$ cat src/common/panel_pkg.sv
`default_nettype none

package panel_pkg;

    localparam int N_KEYS = 7;
    localparam int KEY_LEFT = 0;
    localparam int KEY_RIGHT = 1;
    localparam int KEY_UP = 2;
    localparam int KEY_DOWN = 3;
    localparam int KEY_CONFIRM = 4;
    localparam int KEY_QUIT = 5;
    localparam int KEY_OSCUP = 6;

    localparam int DEBOUNCE_CYCLES = 1000;    // stable cycles before a level is taken
    localparam int MENU_ITEMS = 3;
    localparam int SIG_ROWS = 5;              // rows 0..3 fields, row 4 run
    localparam int FIELD_MAX = 3;
    localparam int ZOOM_MAX = 2;
    localparam int RATE_MAX = 14;
    localparam int LA_DIV_DEFAULT = 9;
    localparam int OSC_RATE_DEFAULT = 14;
    localparam int MARKER_STEP = 80;
    localparam int MARKER_MAX = 1440;
    localparam int LA_VIEWS = 3;

    typedef enum logic [1:0] {TOP, SIG, OSC, LA} mode_t;

    // step a selector over 0..top, wrapping at both ends
    function automatic logic [3:0] wrap_step(input logic [3:0] val, input logic [3:0] top,
                                             input logic inc, input logic dec);
        logic [3:0] res;
        res = val;
        if (inc) begin
            res = (val == top) ? 4'd0 : val + 4'd1;
        end else if (dec) begin
            res = (val == 4'd0) ? top : val - 4'd1;
        end
        return res;
    endfunction

endpackage

`default_nettype wire

$ cat src/common/key_event_if.sv
`timescale 1ns/1ps
`default_nettype none

// one-cycle key events, at most one high per cycle
interface key_event_if;

    logic left;
    logic right;
    logic up;
    logic down;
    logic confirm;
    logic quit;
    logic oscup;

    modport src (output left, right, up, down, confirm, quit, oscup);
    modport dst (input left, right, up, down, confirm, quit, oscup);

endinterface

`default_nettype wire

$ cat src/design/instrument_settings.sv
`timescale 1ns/1ps
`default_nettype none

module instrument_settings (
    input  wire              clk_50M,
    input  wire              rst_n,
    key_event_if.dst         ev,
    input  panel_pkg::mode_t mode,
    input  wire [1:0]        menu_sel,
    output logic [2:0]       sig_row,
    output logic [1:0]       sig_wave,
    output logic [1:0]       sig_amp,
    output logic [1:0]       sig_freq,
    output logic [1:0]       sig_phase,
    output logic             sig_run,
    output logic             fft_on,
    output logic [1:0]       v_zoom,
    output logic [1:0]       h_zoom,
    output logic [3:0]       osc_rate,
    output logic             la_active,
    output logic [10:0]      la_marker,
    output logic [1:0]       la_view,
    output logic [3:0]       la_div
);

    localparam logic [3:0] FMAX = 4'(panel_pkg::FIELD_MAX);
    localparam logic [3:0] ZMAX = 4'(panel_pkg::ZOOM_MAX);
    localparam logic [3:0] RMAX = 4'(panel_pkg::RATE_MAX);
    localparam logic [10:0] MSTEP = 11'(panel_pkg::MARKER_STEP);
    localparam logic [10:0] MMAX = 11'(panel_pkg::MARKER_MAX);

    logic in_sig;
    logic in_osc;
    logic in_la;

    assign in_sig = (mode == panel_pkg::SIG);
    assign in_osc = (mode == panel_pkg::OSC);
    assign in_la = (mode == panel_pkg::LA);

    always_ff @(posedge clk_50M) begin
        if (!rst_n || !in_sig) begin
            sig_row <= 3'd0;
            sig_wave <= 2'd0;
            sig_amp <= 2'd0;
            sig_freq <= 2'd0;
            sig_phase <= 2'd0;
            sig_run <= 1'b0;
        end else begin
            sig_row <= 3'(panel_pkg::wrap_step(4'(sig_row), 4'(panel_pkg::SIG_ROWS - 1),
                                               ev.down, ev.up));
            case (sig_row)    // row picks the field
                3'd0: sig_wave <= 2'(panel_pkg::wrap_step(4'(sig_wave), FMAX, ev.right, ev.left));
                3'd1: sig_amp <= 2'(panel_pkg::wrap_step(4'(sig_amp), FMAX, ev.right, ev.left));
                3'd2: sig_freq <= 2'(panel_pkg::wrap_step(4'(sig_freq), FMAX, ev.right, ev.left));
                3'd3: sig_phase <= 2'(panel_pkg::wrap_step(4'(sig_phase), FMAX, ev.right, ev.left));
                default: ;
            endcase
            if (ev.confirm && sig_row == 3'(panel_pkg::SIG_ROWS - 1)) begin
                sig_run <= 1'b1;
            end else if (ev.quit) begin
                sig_run <= 1'b0;
            end
        end
    end

    always_ff @(posedge clk_50M) begin
        if (!rst_n) begin
            fft_on <= 1'b0;
            v_zoom <= 2'd0;
            h_zoom <= 2'd0;
            osc_rate <= 4'(panel_pkg::OSC_RATE_DEFAULT);
        end else begin
            fft_on <= in_osc && (fft_on || ev.confirm);
            if (in_osc && !fft_on) begin
                v_zoom <= 2'(panel_pkg::wrap_step(4'(v_zoom), ZMAX, ev.up, ev.down));
                h_zoom <= 2'(panel_pkg::wrap_step(4'(h_zoom), ZMAX, ev.right, ev.left));
            end else begin
                v_zoom <= 2'd0;    // zoom frozen at 0 in FFT view
                h_zoom <= 2'd0;
            end
            if (menu_sel == 2'd1) begin
                osc_rate <= panel_pkg::wrap_step(osc_rate, RMAX, ev.oscup, 1'b0);
            end else begin
                osc_rate <= 4'(panel_pkg::OSC_RATE_DEFAULT);
            end
        end
    end

    always_ff @(posedge clk_50M) begin
        if (!rst_n) begin
            la_active <= 1'b0;
            la_marker <= MSTEP;
            la_view <= 2'd0;
            la_div <= 4'(panel_pkg::LA_DIV_DEFAULT);
        end else begin
            la_active <= in_la;
            if (!in_la) begin
                la_marker <= MSTEP;
            end else if (ev.left) begin
                la_marker <= (la_marker == MSTEP) ? MMAX : la_marker - MSTEP;
            end else if (ev.right) begin
                la_marker <= (la_marker == MMAX) ? MSTEP : la_marker + MSTEP;
            end
            if (menu_sel != 2'd2) begin
                la_view <= 2'd0;
                la_div <= 4'(panel_pkg::LA_DIV_DEFAULT);
            end else if (mode == panel_pkg::TOP) begin
                la_view <= 2'(panel_pkg::wrap_step(4'(la_view), 4'(panel_pkg::LA_VIEWS - 1),
                                                   ev.up, 1'b0));
                la_div <= panel_pkg::wrap_step(la_div, RMAX, ev.down, 1'b0);
            end else if (in_la && la_view == 2'd1) begin
                la_div <= panel_pkg::wrap_step(la_div, RMAX, ev.up, ev.down);    // view holds
            end
        end
    end

    a_marker_grid: assert property (@(posedge clk_50M) disable iff (!rst_n)
        (la_marker % MSTEP == 11'd0) && la_marker >= MSTEP && la_marker <= MMAX)
        else $error("la_marker off grid: %0d", la_marker);

endmodule

`default_nettype wire

$ cat src/design/menu_fsm.sv
`timescale 1ns/1ps
`default_nettype none

module menu_fsm (
    input  wire              clk_50M,
    input  wire              rst_n,
    key_event_if.dst         ev,
    output panel_pkg::mode_t mode,
    output logic [1:0]       menu_sel
);

    always_ff @(posedge clk_50M) begin
        if (!rst_n) begin
            mode <= panel_pkg::TOP;
            menu_sel <= 2'd0;
        end else begin
            case (mode)
                panel_pkg::TOP: begin
                    menu_sel <= 2'(panel_pkg::wrap_step(4'(menu_sel),
                                                        4'(panel_pkg::MENU_ITEMS - 1),
                                                        ev.right, ev.left));
                    if (ev.confirm) begin
                        case (menu_sel)
                            2'd0: mode <= panel_pkg::SIG;
                            2'd1: mode <= panel_pkg::OSC;
                            default: mode <= panel_pkg::LA;
                        endcase
                    end
                end
                default: begin
                    // every instrument leaves on quit
                    if (ev.quit) begin
                        mode <= panel_pkg::TOP;
                        menu_sel <= 2'd0;
                    end
                end
            endcase
        end
    end

    a_sel_range: assert property (@(posedge clk_50M) disable iff (!rst_n)
        menu_sel != 2'd3)
        else $error("menu_sel out of range");

    // an instrument mode always matches the item that entered it
    a_mode_sel: assert property (@(posedge clk_50M) disable iff (!rst_n)
        mode != panel_pkg::TOP |-> menu_sel == 2'(mode) - 2'd1)
        else $error("mode and menu_sel disagree");

endmodule

`default_nettype wire

$ cat src/design/panel_top.sv
`timescale 1ns/1ps
`default_nettype none

module panel_top (
    input  wire                         clk_50M,
    input  wire                         rst_n,
    input  wire [panel_pkg::N_KEYS-1:0] key_in,
    output logic [1:0]                  mode,
    output logic [1:0]                  menu_sel,
    output logic [2:0]                  sig_row,
    output logic [1:0]                  sig_wave,
    output logic [1:0]                  sig_amp,
    output logic [1:0]                  sig_freq,
    output logic [1:0]                  sig_phase,
    output logic                        sig_run,
    output logic                        fft_on,
    output logic [1:0]                  v_zoom,
    output logic [1:0]                  h_zoom,
    output logic [3:0]                  osc_rate,
    output logic                        la_active,
    output logic [10:0]                 la_marker,
    output logic [1:0]                  la_view,
    output logic [3:0]                  la_div,
    output logic [3:0]                  clkmode
);

    logic [panel_pkg::N_KEYS-1:0] key_level;
    logic [panel_pkg::N_KEYS-1:0] releases;
    panel_pkg::mode_t             mode_st;

    key_event_if key_ev ();

    key_sync key_sync_inst (
        .clk_50M (clk_50M),
        .rst_n   (rst_n),
        .raw     (key_in),
        .level   (key_level)
    );

    // one debouncer per key
    for (genvar i = 0; i < panel_pkg::N_KEYS; i++) begin : g_deb
        key_debounce key_debounce_inst (
            .clk_50M       (clk_50M),
            .rst_n         (rst_n),
            .level         (key_level[i]),
            .release_pulse (releases[i])
        );
    end

    key_arbiter key_arbiter_inst (
        .clk_50M  (clk_50M),
        .rst_n    (rst_n),
        .releases (releases),
        .ev       (key_ev.src)
    );

    menu_fsm menu_fsm_inst (
        .clk_50M  (clk_50M),
        .rst_n    (rst_n),
        .ev       (key_ev.dst),
        .mode     (mode_st),
        .menu_sel (menu_sel)
    );

    instrument_settings instrument_settings_inst (
        .clk_50M   (clk_50M),
        .rst_n     (rst_n),
        .ev        (key_ev.dst),
        .mode      (mode_st),
        .menu_sel  (menu_sel),
        .sig_row   (sig_row),
        .sig_wave  (sig_wave),
        .sig_amp   (sig_amp),
        .sig_freq  (sig_freq),
        .sig_phase (sig_phase),
        .sig_run   (sig_run),
        .fft_on    (fft_on),
        .v_zoom    (v_zoom),
        .h_zoom    (h_zoom),
        .osc_rate  (osc_rate),
        .la_active (la_active),
        .la_marker (la_marker),
        .la_view   (la_view),
        .la_div    (la_div)
    );

    assign mode = mode_st;

    always_comb begin
        case (menu_sel)
            2'd1: clkmode = osc_rate;    // scope sample clock
            2'd2: clkmode = la_div;      // analyzer divider
            default: clkmode = 4'd0;
        endcase
    end

endmodule

`default_nettype wire

$ cat src/keys/key_arbiter.sv
`timescale 1ns/1ps
`default_nettype none

module key_arbiter (
    input  wire                         clk_50M,
    input  wire                         rst_n,
    input  wire [panel_pkg::N_KEYS-1:0] releases,
    key_event_if.src                    ev
);

    logic [panel_pkg::N_KEYS-1:0] lowest;
    logic [panel_pkg::N_KEYS-1:0] ev_q;

    assign lowest = releases & (~releases + 1'b1);    // keep lowest set bit

    always_ff @(posedge clk_50M) begin
        if (!rst_n) begin
            ev_q <= '0;
        end else begin
            ev_q <= lowest;
        end
    end

    assign ev.left = ev_q[panel_pkg::KEY_LEFT];
    assign ev.right = ev_q[panel_pkg::KEY_RIGHT];
    assign ev.up = ev_q[panel_pkg::KEY_UP];
    assign ev.down = ev_q[panel_pkg::KEY_DOWN];
    assign ev.confirm = ev_q[panel_pkg::KEY_CONFIRM];
    assign ev.quit = ev_q[panel_pkg::KEY_QUIT];
    assign ev.oscup = ev_q[panel_pkg::KEY_OSCUP];

    a_one_event: assert property (@(posedge clk_50M) disable iff (!rst_n)
        $onehot0({ev.oscup, ev.quit, ev.confirm, ev.down, ev.up, ev.right, ev.left}))
        else $error("more than one key event in a cycle");

endmodule

`default_nettype wire

$ cat src/keys/key_debounce.sv
`timescale 1ns/1ps
`default_nettype none

module key_debounce (
    input  wire  clk_50M,
    input  wire  rst_n,
    input  wire  level,
    output logic release_pulse
);

    logic stable;
    logic [$clog2(panel_pkg::DEBOUNCE_CYCLES)-1:0] cnt;

    always_ff @(posedge clk_50M) begin
        if (!rst_n) begin
            stable <= 1'b0;
            cnt <= '0;
            release_pulse <= 1'b0;
        end else begin
            release_pulse <= 1'b0;
            if (level == stable) begin
                cnt <= '0;    // input agrees, restart
            end else if (cnt == $bits(cnt)'(panel_pkg::DEBOUNCE_CYCLES - 1)) begin
                cnt <= '0;
                stable <= level;
                // a change away from 1 is a key release
                release_pulse <= stable;
            end else begin
                cnt <= cnt + 1'b1;
            end
        end
    end

endmodule

`default_nettype wire

$ cat src/keys/key_sync.sv
`timescale 1ns/1ps
`default_nettype none

module key_sync (
    input  wire                          clk_50M,
    input  wire                          rst_n,
    input  wire [panel_pkg::N_KEYS-1:0]  raw,
    output logic [panel_pkg::N_KEYS-1:0] level
);

    logic [panel_pkg::N_KEYS-1:0] meta;    // first stage, may go metastable

    always_ff @(posedge clk_50M) begin
        if (!rst_n) begin
            meta <= '0;
            level <= '0;
        end else begin
            meta <= raw;
            level <= meta;
        end
    end

endmodule

`default_nettype wire

$ cat config.mk
export PLATFORM = sky130hd
export DESIGN_NAME = panel_top
export DESIGN_NICKNAME = d
export VERILOG_FILES = /design/src/common/panel_pkg.sv /design/src/common/key_event_if.sv /design/src/design/instrument_settings.sv /design/src/design/menu_fsm.sv /design/src/design/panel_top.sv /design/src/keys/key_arbiter.sv /design/src/keys/key_debounce.sv /design/src/keys/key_sync.sv
export SDC_FILE = /design/constraint.sdc
export NUM_CORES = 1
export LEC_CHECK = 0
export ABC_AREA = 1
export BUFFER_PORTS_ARGS = -buffer_cell sky130_fd_sc_hd__buf_4
export CAP_MARGIN = 20
export CORE_ASPECT_RATIO = 0.7
export CORE_UTILIZATION = 50
export DETAILED_ROUTE_END_ITERATION = 16
export PLACE_DENSITY = 0.68
export SKIP_CTS_REPAIR_TIMING = 1
export SLEW_MARGIN = 15
export SYNTH_ARGS = -nofsm -noshare
export SYNTH_HDL_FRONTEND = slang
export SYNTH_SLANG_ARGS = --single-unit
$ cat constraint.sdc
create_clock -name clk_50M -period 3.4 [get_ports clk_50M]
set_input_delay 0.17 -clock clk_50M [delete_from_list [all_inputs] [get_ports clk_50M]]
set_output_delay 0.17 -clock clk_50M [all_outputs]
set_load 0.05 [all_outputs]
## Yosys cells after proc, flatten, opt, wreduce, memory -nomap -nowiden

Cells that the tools add are included.

| word-level totals | value |
|---|---|
| flip-flop bits (word level) | 148 |
| input port bits | 9 |
| output and inout port bits | 47 |
| word-level logic and storage cells | 237 |

| cells by class | value |
|---|---|
| add/subtract/negate cells | 30 |
| equality and inequality tests | 40 |
| bitwise gates (word level) | 17 |
| reductions and logical operators | 57 |
| multiplexer cells | 53 |

Operators by type and width:

| operator | count |
|---|---|
| 10-bit by 1-bit adder with 10-bit output (second input constant) | 7 |
| 10-bit equality test (second input constant) | 7 |
| 2-bit two-way mux | 33 |
| 11-bit two-way mux | 4 |
| 3-bit OR reduction | 14 |
| 2-bit AND reduction | 17 |
| 4-bit two-way mux | 8 |
| 2-bit equality test (second input constant) | 10 |
| 2-bit by 1-bit adder with 2-bit output (second input constant) | 8 |
| 2-bit logical NOT | 8 |
| 1-bit inverter | 15 |
| 2-bit by 1-bit subtractor with 2-bit output (second input constant) | 7 |
| 3-bit two-way mux | 4 |
| 11-bit by 7-bit adder with 11-bit output (second input constant) | 1 |
| 11-bit equality test (second input constant) | 1 |
| 11-bit by 7-bit equality test with 1-bit output (second input constant) | 1 |
| 11-bit by 7-bit subtractor with 11-bit output (second input constant) | 1 |
| 2-bit nonzero test | 5 |
| 4-bit by 1-bit adder with 4-bit output (second input constant) | 2 |
| 4-bit equality test (second input constant) | 2 |
| 4-bit case mux with 2 select lines | 1 |
| 7-bit by 1-bit adder with 7-bit output (second input constant) | 1 |
| 7-bit bitwise AND | 1 |
| 1-bit equality test | 7 |
| 19 further kinds | 32 |

## Longest topological paths before layout

Gate-level depths: netlist of the first run.

| depth | value |
|---|---|
| word-level depth | 6 |
| gate-level depth with buffers | 10 |

## Hierarchy

A second synthesis of the first run with hierarchy kept.

| unflattened totals | value |
|---|---|
| cell total of the unflattened synthesis | 1,023 |
| area total of the unflattened synthesis | 7,467.2 sq um |

Modules (own cells, without submodules):

| module | cells an instance | sequential area each (sq um) | area an instance (sq um) | times used |
|---|---|---|---|---|
| key_debounce (g_deb[0].key_debounce_inst ...) | 78 | 240.2 | 575.6 | 6 |
| instrument_settings | 347 | 700.7 | 2,453.6 | 1 |
| key_debounce (g_deb[6].key_debounce_inst) | 81 | 240.2 | 581.8 | 1 |
| key_sync | 43 | 280.3 | 396.6 | 1 |
| menu_fsm | 36 | 80.1 | 257.7 | 1 |
| key_arbiter | 32 | 140.1 | 241.5 | 1 |
| panel_top | 16 | 0.0 | 82.6 | 1 |

## Worst setup path before layout of the first run

OpenSTA, ideal clock, no wires.

| timing | value |
|---|---|
| path kind | register to output |
| start point | reg menu_fsm_inst.menu_sel[0] |
| end point | out clkmode[0] |
| cell stages (with the launch flop) | 5 |
| slack | 1,253 ps |
| buffers on the path | 0 |
| required time | 3,230 ps |
| arrival | 1,977 ps |
| path through | dfxtp_1 inv_1 ha_1 inv_1 a21oi_1 |

| on the way | value |
|---|---|
| cells in the longest elaborated chain, start to end | 2 |
| elaborated cells on any way between the ends | 3 |

Ends and longest elaborated chain:

| what | line | text |
|---|---|---|
| start: declaration | menu_fsm.sv:9 | `output logic [1:0] menu_sel` |
| start signal: assignment | menu_fsm.sv:19 | `menu_sel <= 2'(panel_pkg::wrap_step(4'(menu_sel),` |
| 2-bit equality test or 2-bit by 1-bit equality test with 1-bit output (tied branches) | panel_top.sv:90 | `case (menu_sel)` |
| 4-bit case mux with 2 select lines (*) | panel_top.sv:90 |  |
| end: declaration | panel_top.sv:24 | `output logic [3:0] clkmode` |

Every way passes the cells marked *; elsewhere a longest branch is shown, timed or not.

## Worst setup path in the final report of the first run

| timing | value |
|---|---|
| start point | reg menu_fsm_inst.menu_sel[0] |
| end point | out clkmode[1] |

Same word-level chain as after synthesis.

==> key figures, run 1 <==
STA
  – Max Clk Rate: 531 MHz
  – Clock skew: 0.00966 ns
  – Fin crit share: 55.4%
  – RSZ-0062 raised after global routing: false
  – TNS Setup: 0 ns
  – Rel. slew slack: 63.9%
  – Pins Over Slew Limit: 0
  – Fin crit period: 1.88 ns
  – Pin slew with the least headroom to its limit: 0.541 ns
  – Hold Violations, Final: 0
  – Setup violations, final: 0

Critical path
  – CP startpoint kind: flip-flop
  – Cell Chain, Critical Path: inv_1 -> ha_1 -> inv_1 -> a21oi_1 -> buf_4
  – Crit. End Element: output port
  – R2r endpoint: instrument_settings_inst.sig_amp[1]
  – Crit path depth: 5
  – Worst Setup EP: clkmode[1]
  – R2R setup slack: 1.81 ns
  – Crit path max-delay family: buffers and inverters
  – CP max FO: 5
  – Critical path class: flip-flop to output port
  – Cell seen most often among critical-path stages: inv_1
  – Worst setup path startpoint: menu_fsm_inst.menu_sel[0]
  – Reg2Reg Launch Point: key_arbiter_inst.ev_q[1]
  – Worst path slowest cell: dfxtp_1
  – WP data required: 3.23 ns
  – Reg2Reg Depth: 5
  – Max incr delay on CP: 0.42 ns
  – Arrival time worst endpoint: 1.71 ns
  – Buf/Inv on CP: 3

Clocking
  – Htree depth: 4
  – Clock transition at path regs: 0.06 ns
  – CTS buffer count: 17
  – CTS Root Cell: clkbuf_16
  – Clk Latency, worst-skew pair: 0.42 ns
  – TritonCTS clock tree: built
  – Clock Tree Buf Depth: 2
  – Clock sink count: 144

Routing
  – DRT Pass-1 Iters: 5
  – Post-Route WL: 13.8 mm
  – DR top layer: met4
  – DRT antenna net count: 0
  – DR vias: 5826
  – Wire length on met3: 584 um
  – Met2 wire length: 5.49 mm
  – DRT iter0 DRCs: 296
  – Wire length per cell: 11.3 um
  – Vias/cell: 4.78
  – M1 WL: 7.53 mm
  – DRC: 0

Synth
  – Synthesized area: 7120 sq um
  – Synth Register Bits: 144
  – Synth cell types: 43
  – Top cell type's share of synthesized area: 40.5%
  – Register area share after synthesis: 40.5%
  – Gate Count Post-Synth: 953
  – Main area contributors after synthesis: dfxtp_1 (40%), nand2_1 (9.9%), inv_1 (7.2%)
  – Post-synth top area cell: dfxtp_1
  – Syn avg cell area: 7.47 sq um
  – Synth Warn #: 0

Floorplanning
  – Ports: 56
  – Die Height: 102 um
  – Core area: 13900 sq um
  – Initial Utilization: 51.2%
  – Die area: 14700 sq um
  – Row count: 36
  – Width of the die: 145 um

Placed design
  – Port Buffers: 51
  – Placement Cell Area: 7660 sq um
  – Placer Congestion: 0.871
  – DP HPWL: 9.81 mm

GRT
  – Vias in the first global route: 5207
  – Largest net degree at the start of global routing: 47
  – Initial antenna violation count: 0
  – Overflow after GRT: 0
  – First-pass GRT wire length: 23.6 mm
  – GR Util All Layers: 20.0%

Cells and area
  – Final instance area: 8300 sq um
  – Layout net count: 1067
  – Layout cells sized above 1: 13.1%
  – P&R area growth vs syn: 16.5%
  – N_diodes: 0

Run
  – Count of maximum capacitance violations: 0

Pwr
  – Peak VDD IR: 369 uV
  – Power per cell area: 428 nW/um^2
  – Leak: 3.37 nW

Status
  – Status: finished clean

Min path
  – Type of the tightest min-delay check: primary input to flip-flop
## cells in the mapped netlist, drive strengths merged
master and n:
nand2 192, inv 147, dfxtp 144, nor2 123
nand3 78, a21oi 42, o21ai 42, ha 40
nor3 38, xor2 30, nand4 15, buf 14
xnor2 11, o211ai 6, nor3b 5, or2 4
a211oi 3, nand3b 3, a31oi 2, nor4 2
o221ai 2, o31ai 2, a31o 1, a32o 1
clkbuf 1, conb 1, o211a 1, o21a 1
o21bai 1, or3 1
## how the worst min path moves through the flow
stage               from  slack (ns)  depth (start not counted)                    end
6_report           rst_n        0.22                          3  key_sync_inst.meta[2]
5_1_grt            rst_n        0.24                          3  key_sync_inst.meta[5]
4_1_cts        key_in[5]       -0.08                          3  key_sync_inst.meta[5]
3_5_place_dp   key_in[2]        0.36                          3  key_sync_inst.meta[2]
3_3_place_gp   key_in[2]        0.36                          3  key_sync_inst.meta[2]
2_1_floorplan  key_in[0]        0.27                          2  key_sync_inst.meta[0]
## report_power, final
part | internal (mW) | switching (mW)
registers | 1.70 | 0.00642
logic | 0.0184 | 0.0360
clock network | 1.09 | 0.699
total | 2.80 | 0.742
## cells in the final DEF, fill, tap and decap left out, types with 4 or more instances in the layout
cell             n
a21oi_1         40
buf_4           51
clkbuf_16       17
clkinv_2         5
conb_1           4
dfxtp_1        144
dlygate4sd3_1    7
ha_1            40
inv_1          137
inv_2           10
nand2_1        187
nand2_2          4
nand3_1         70
nand3_2          8
nand4_1         15
nor2_1         107
nor2_2          10
nor2_4           6
nor3_1          30
nor3_2           8
nor3b_1          5
o211ai_1         6
o21ai_0         35
o21ai_1          5
xnor2_1         11
xor2_1          30
## cell type report
type                       instances  area, sq um
fill                            1275         5620
multi-input combinational        650         3610
sequential                       144         2880
inverter                         147          552
timing repair buffer              58          453
clock buffer                      20          447
tap                              190          238
clock inverter                    11          116
## stage by stage
stage               util [%]  setup slack (ns)  hold WS [ns]  power (mW)  instances
finish                  59.6              1.52         0.223        3.55       1220
global route            59.6              1.42         0.240        3.67       1220
CTS                     59.1              1.51       -0.0776        3.58       1213
detailed placement      55.1              1.89         0.356        1.79       1182
global placement        55.1              1.95         0.355        1.79       1182
floorplan                  -              1.25         0.268        1.78        956
## registers in the layout, indices dropped and copies added, names as in the netlist, 3 cells and up
| signal | count |
|---|---|
| instrument_settings_inst.osc_rate | 4 |
| g_deb.key_debounce_inst.release_pulse | 7 |
| g_deb.key_debounce_inst.cnt | 70 |
| g_deb.key_debounce_inst.stable | 7 |
| instrument_settings_inst.sig_row | 3 |
| instrument_settings_inst.la_div | 4 |
| key_sync_inst.level | 7 |
| key_sync_inst.meta | 7 |
| instrument_settings_inst.la_marker | 7 |
| key_arbiter_inst.ev_q | 7 |
## cell families after synthesis
| group | count (synthesis) | synth area share (%) |
|---|---|---|
| simple gates | 461 | 30.1 |
| xor+xnor | 41 | 5.04 |
| fa+ha+maj | 40 | 7.03 |
| other cells | 1 | 0.0527 |
| buf+inv | 162 | 9.03 |
| flops | 144 | 40.5 |
| compound gates | 104 | 8.31 |
## per-layer routing
layer	up-vias	track usage, %
li1	3163	-
met4	0	7.29
met5	-	0
met3	19	4.22
met1	2527	29.1
met2	117	29.1
## worst register-to-register path: stages (launching register included)
cell and delay, ns:
dfxtp_1 0.66, nor2_4 0.11, inv_2 0.22, nand3_1 0.20, o21ai_0 0.23, a21oi_1 0.06
(Power assumes the default switching activity.)
==> inputs of run 2 (changes only) <==
Settings changed: ABC_AREA 1 to 0, PLACE_DENSITY 0.68 to 0.71.
Clock period 3.4 ns to 1.7 ns, I/O delays scaled along.
==> run 2 against run 1 <==
  * Clock skew shrank 0.0015 ns
  * First-iteration DRC count grew 27%
  * Wire length shrank 2.4%
  * Critical path type unchanged
  * Count of clock-buffer cells in the layout grew 4
  * Utilization grew 1.9 points
  * Largest power group unchanged
  * Critical endpoint is now clkmode[3]
  * Setup slack lost 1.5 ns
  * Synthesized cell count shrank 22%
  * Power grew 110%
  * Clock power grew 120%
  * Sequential cell count is the same
==> key figures, run 2 <==
Floorplanning
  – Die area: 13900 sq um (was 14700 sq um)
  – Die Height: 99.0 um (was 102 um)
  – Row count: 35 (was 36)
  – Initial Utilization: 51.2% (about the same)
  – Ports: 56 (unchanged)
  – Core area: 13100 sq um (was 13900 sq um)
  – Width of the die: 141 um (was 145 um)

Critical path
  – Worst Setup EP: clkmode[3] (was clkmode[1])
  – Reg2Reg Depth: 5 (unchanged)
  – Crit path depth: 5 (unchanged)
  – Max incr delay on CP: 0.38 ns (was 0.42 ns)
  – Buf/Inv on CP: 2 (was 3)
  – CP startpoint kind: flip-flop (unchanged)
  – Worst setup path startpoint: menu_fsm_inst.menu_sel[1] (was menu_fsm_inst.menu_sel[0])
  – Arrival time worst endpoint: 1.57 ns (was 1.71 ns)
  – Critical path class: flip-flop to output port (unchanged)
  – R2r endpoint: g_deb[5].key_debounce_inst.cnt[2] (was instrument_settings_inst.sig_amp[1])
  – R2R setup slack: 0.08 ns (was 1.81 ns)
  – CP max FO: 7 (was 5)
  – Crit. End Element: output port (unchanged)
  – WP data required: 1.62 ns (was 3.23 ns)
  – Worst path slowest cell: dfxtp_2 (was dfxtp_1)
  – Cell Chain, Critical Path: inv_2 -> ha_4 -> a22oi_2 -> nor2b_4 -> buf_4 (was inv_1 -> ha_1 -> inv_1 -> a21oi_1 -> buf_4)
  – Crit path max-delay family: flip-flops (was buffers and inverters)
  – Reg2Reg Launch Point: g_deb[5].key_debounce_inst.cnt[0] (was key_arbiter_inst.ev_q[1])

Synth
  – Syn avg cell area: 8.99 sq um (was 7.47 sq um)
  – Most numerous cell in the Yosys netlist: dfxtp_1 (was nand2_1)
  – Post-synth top area cell: dfxtp_1 (unchanged)
  – Synth cell types: 70 (was 43)
  – Asr flop ratio synth: 0% (unchanged)
  – Synth Register Bits: 144 (unchanged)
  – Main area contributors after synthesis: dfxtp_1 (43%), ha_1 (7.4%), nor2_1 (5.9%) (was dfxtp_1 (40%), nand2_1 (9.9%), inv_1 (7.2%))
  – Post-synth EDFFs: 0 (unchanged)
  – Synthesized area: 6720 sq um (was 7120 sq um)
  – Synth Warn #: 0 (unchanged)
  – Most used DFF post-synth: dfxtp_1 (unchanged)
  – Top cell type's share of synthesized area: 42.9% (was 40.5%)
  – Register area share after synthesis: 42.9% (was 40.5%)
  – Most frequent cells after synthesis: dfxtp_1 (144), nor2_1 (106), nand2_1 (61), inv_1 (42), ha_1 (40) (was nand2_1 (187), dfxtp_1 (144), inv_1 (137), nor2_1 (107), nand3_1 (70))
  – Gate Count Post-Synth: 748 (was 953)

Clocking
  – CTS Root Cell: clkbuf_16 (unchanged)
  – Clk Latency, worst-skew pair: 0.41 ns (was 0.42 ns)
  – Clock transition at path regs: 0.06 ns (about the same)
  – Htree depth: 4 (unchanged)
  – TritonCTS clock tree: built (unchanged)
  – CTS buffer count: 17 (unchanged)
  – Clock sink count: 144 (unchanged)
  – Clock Tree Buf Depth: 2 (unchanged)

Placed design
  – Placement Cell Area: 7310 sq um (was 7660 sq um)
  – DP HPWL: 9.38 mm (was 9.81 mm)
  – Placer Congestion: 0.858 (was 0.871)
  – Port Buffers: 51 (unchanged)
  – Placed insts: 954 (was 1182)

Pwr
  – Sw Pwr: 1.46 mW (was 0.742 mW)
  – Combinational power share: 1.4% (was 1.5%)
  – Leak: 2.98 nW (was 3.37 nW)
  – Clock power frac: 53.2% (was 50.4%)
  – Flop pwr share: 45.3% (was 48.1%)
  – Switching share of total power: 19.4% (was 20.9%)
  – Power per cell area: 930 nW/um^2 (was 428 nW/um^2)
  – Peak VDD IR: 806 uV (was 369 uV)
  – Cell Int Power: 6.06 mW (was 2.80 mW)

STA
  – Final hold slack: 0.428 ns (was 0.223 ns)
  – Fin crit period: 1.66 ns
  – Hold Violations, Final: 0 (unchanged)
  – Setup violations, final: 0 (unchanged)
  – Max Clk Rate: 603 MHz
  – Pins Over Slew Limit: 0 (unchanged)
  – Fin crit share: 97.6%
  – Clock skew: 0.00814 ns (was 0.00966 ns)

Routing
  – DRC: 0 (unchanged)
  – DRT iter0 DRCs: 376 (was 296)
  – DRT antenna net count: 0 (unchanged)
  – Wire length on met3: 685 um (was 584 um)
  – DR vias: 5303 (was 5826)
  – M1 WL: 6.31 mm (was 7.53 mm)
  – Post-Route WL: 13.5 mm (was 13.8 mm)
  – DRT Pass-1 Iters: 5 (unchanged)
  – Vias/cell: 5.34 (was 4.78)
  – DR top layer: met4 (unchanged)
  – Met2 wire length: 6.33 mm (was 5.49 mm)
  – Wire length per cell: 13.5 um (was 11.3 um)

Cells and area
  – P&R area growth vs syn: 20.3% (was 16.5%)
  – Largest Register: g_deb.key_debounce_inst.cnt (unchanged)
  – Leading cell type in the layout, fill and taps excluded: dfxtp_1 (was nand2_1)
  – Final instance area: 8080 sq um (was 8300 sq um)
  – Final-layout fill cell count: 1089 (was 1275)
  – Max reg flops: 70 (unchanged)
  – Multi-input gate area: 3640 sq um (was 3610 sq um)
  – Most frequent cells in the layout: dfxtp_1 (133), nor2_1 (106), nand2_1 (61), buf_4 (61), inv_1 (40) (was nand2_1 (187), dfxtp_1 (144), inv_1 (137))
  – Reg area: 2900 sq um (was 2880 sq um)
  – Layout cells sized above 1: 16.3% (was 13.1%)
  – Post-route insts no fill: 994 (was 1220)
  – Layout net count: 864 (was 1067)
  – Util after Layout: 61.5% (was 59.6%)
  – N_diodes: 0 (unchanged)

GRT
  – GR Util All Layers: 20.2% (was 20.0%)
  – Initial antenna violation count: 0 (unchanged)
  – Vias in the first global route: 4950 (was 5207)
  – Overflow after GRT: 0 (unchanged)
  – First-pass GRT wire length: 22.7 mm (was 23.6 mm)
  – Largest net degree at the start of global routing: 36 (was 47)

Status
  – Status: finished clean (unchanged)

Min path
  – Type of the tightest min-delay check: flip-flop to flip-flop (was primary input to flip-flop)
  – Worst hold path depth: 1 (was 3)

Run
  – Count of maximum capacitance violations: 0 (unchanged)
[run 2: cell count changes in the layout (fill, tap and decap cells not counted), sizes merged, moves of 9 or more]
cell / before / now
nor2b: 0 / 15
nand2: 192 / 61
nor3: 38 / 29
and2: 0 / 23
inv: 147 / 43
o21ai: 42 / 17
xnor2: 11 / 37
a21oi: 42 / 25
nor2: 123 / 107
nand3: 78 / 22
buf: 51 / 61
mux2i: 0 / 14
[run 2: cell families (layout without fill, tap and decap cells)]
| kind of cell | count (synthesis) | after routing | synth area share [%] |
|---|---|---|---|
| adders and majority gates | 40 | 40 | 7.45 |
| other | 1 | 4 | 0.0558 |
| DFF | 144 | 144 | 42.9 |
| and+or+nand+nor | 315 | 315 | 23.7 |
| buffers and inverters | 67 | 144 | 4.32 |
| AOI/OAI and AO/OA | 97 | 97 | 10.4 |
| xor gates and xnor gates | 68 | 68 | 8.86 |
| muxes | 16 | 16 | 2.42 |
[run 2: power groups by stage]
stage	registers, mW	clock network [mW]	logic [mW]
floorplan	3.48	0	0.0756
global placement	3.48	0	0.0910
detailed placement	3.48	0	0.0931
CTS	3.41	4.07	0.0940
global route	3.41	4.22	0.118
finish	3.41	4.00	0.107
[run 2: area by class of cell]
class                           instances  area share (%)
Sequential cell                       144            35.8
Clock inverter                          8            1.86
Timing Repair Buffer                   69            6.66
Clock buffer                           24            6.08
Inverter                               43            2.00
Tap cell                              166            2.57
Multi-Input combinational cell        540            45.0
[run 2: per-layer routing]
metal | up-vias | GRT usage [%]
li1 | 2673 | -
met1 | 2490 | 26.4
met2 | 129 | 33.5
met3 | 11 | 4.76
met4 | 0 | 5.52
met5 | - | 0
[run 2: how the worst min path moves through the flow]
| stage | start | end | slack, ns |
|---|---|---|---|
| 2_1_floorplan | key_in[0] | key_sync_inst.meta[0] | 0.21 |
| 3_3_place_gp | key_in[0] | key_sync_inst.meta[0] | 0.30 |
| 3_5_place_dp | key_in[5] | key_sync_inst.meta[5] | 0.30 |
| 4_1_cts | key_in[5] | key_sync_inst.meta[5] | -0.13 |
| 5_1_grt | key_in[0] | key_sync_inst.meta[0] | 0.42 |
| 6_report | key_sync_inst.meta[2] | key_sync_inst.level[2] | 0.43 |
[run 2: through the flow]
stage	TNS, ns	power, mW	setup slack [ns]
2_1_floorplan	-0.0563	3.55	-0.0563
3_3_place_gp	0	3.57	0.176
3_5_place_dp	0	3.57	0.121
4_1_cts	-0.504	7.57	-0.144
5_1_grt	-0.0310	7.75	-0.0208
6_report	0	7.52	0.0404
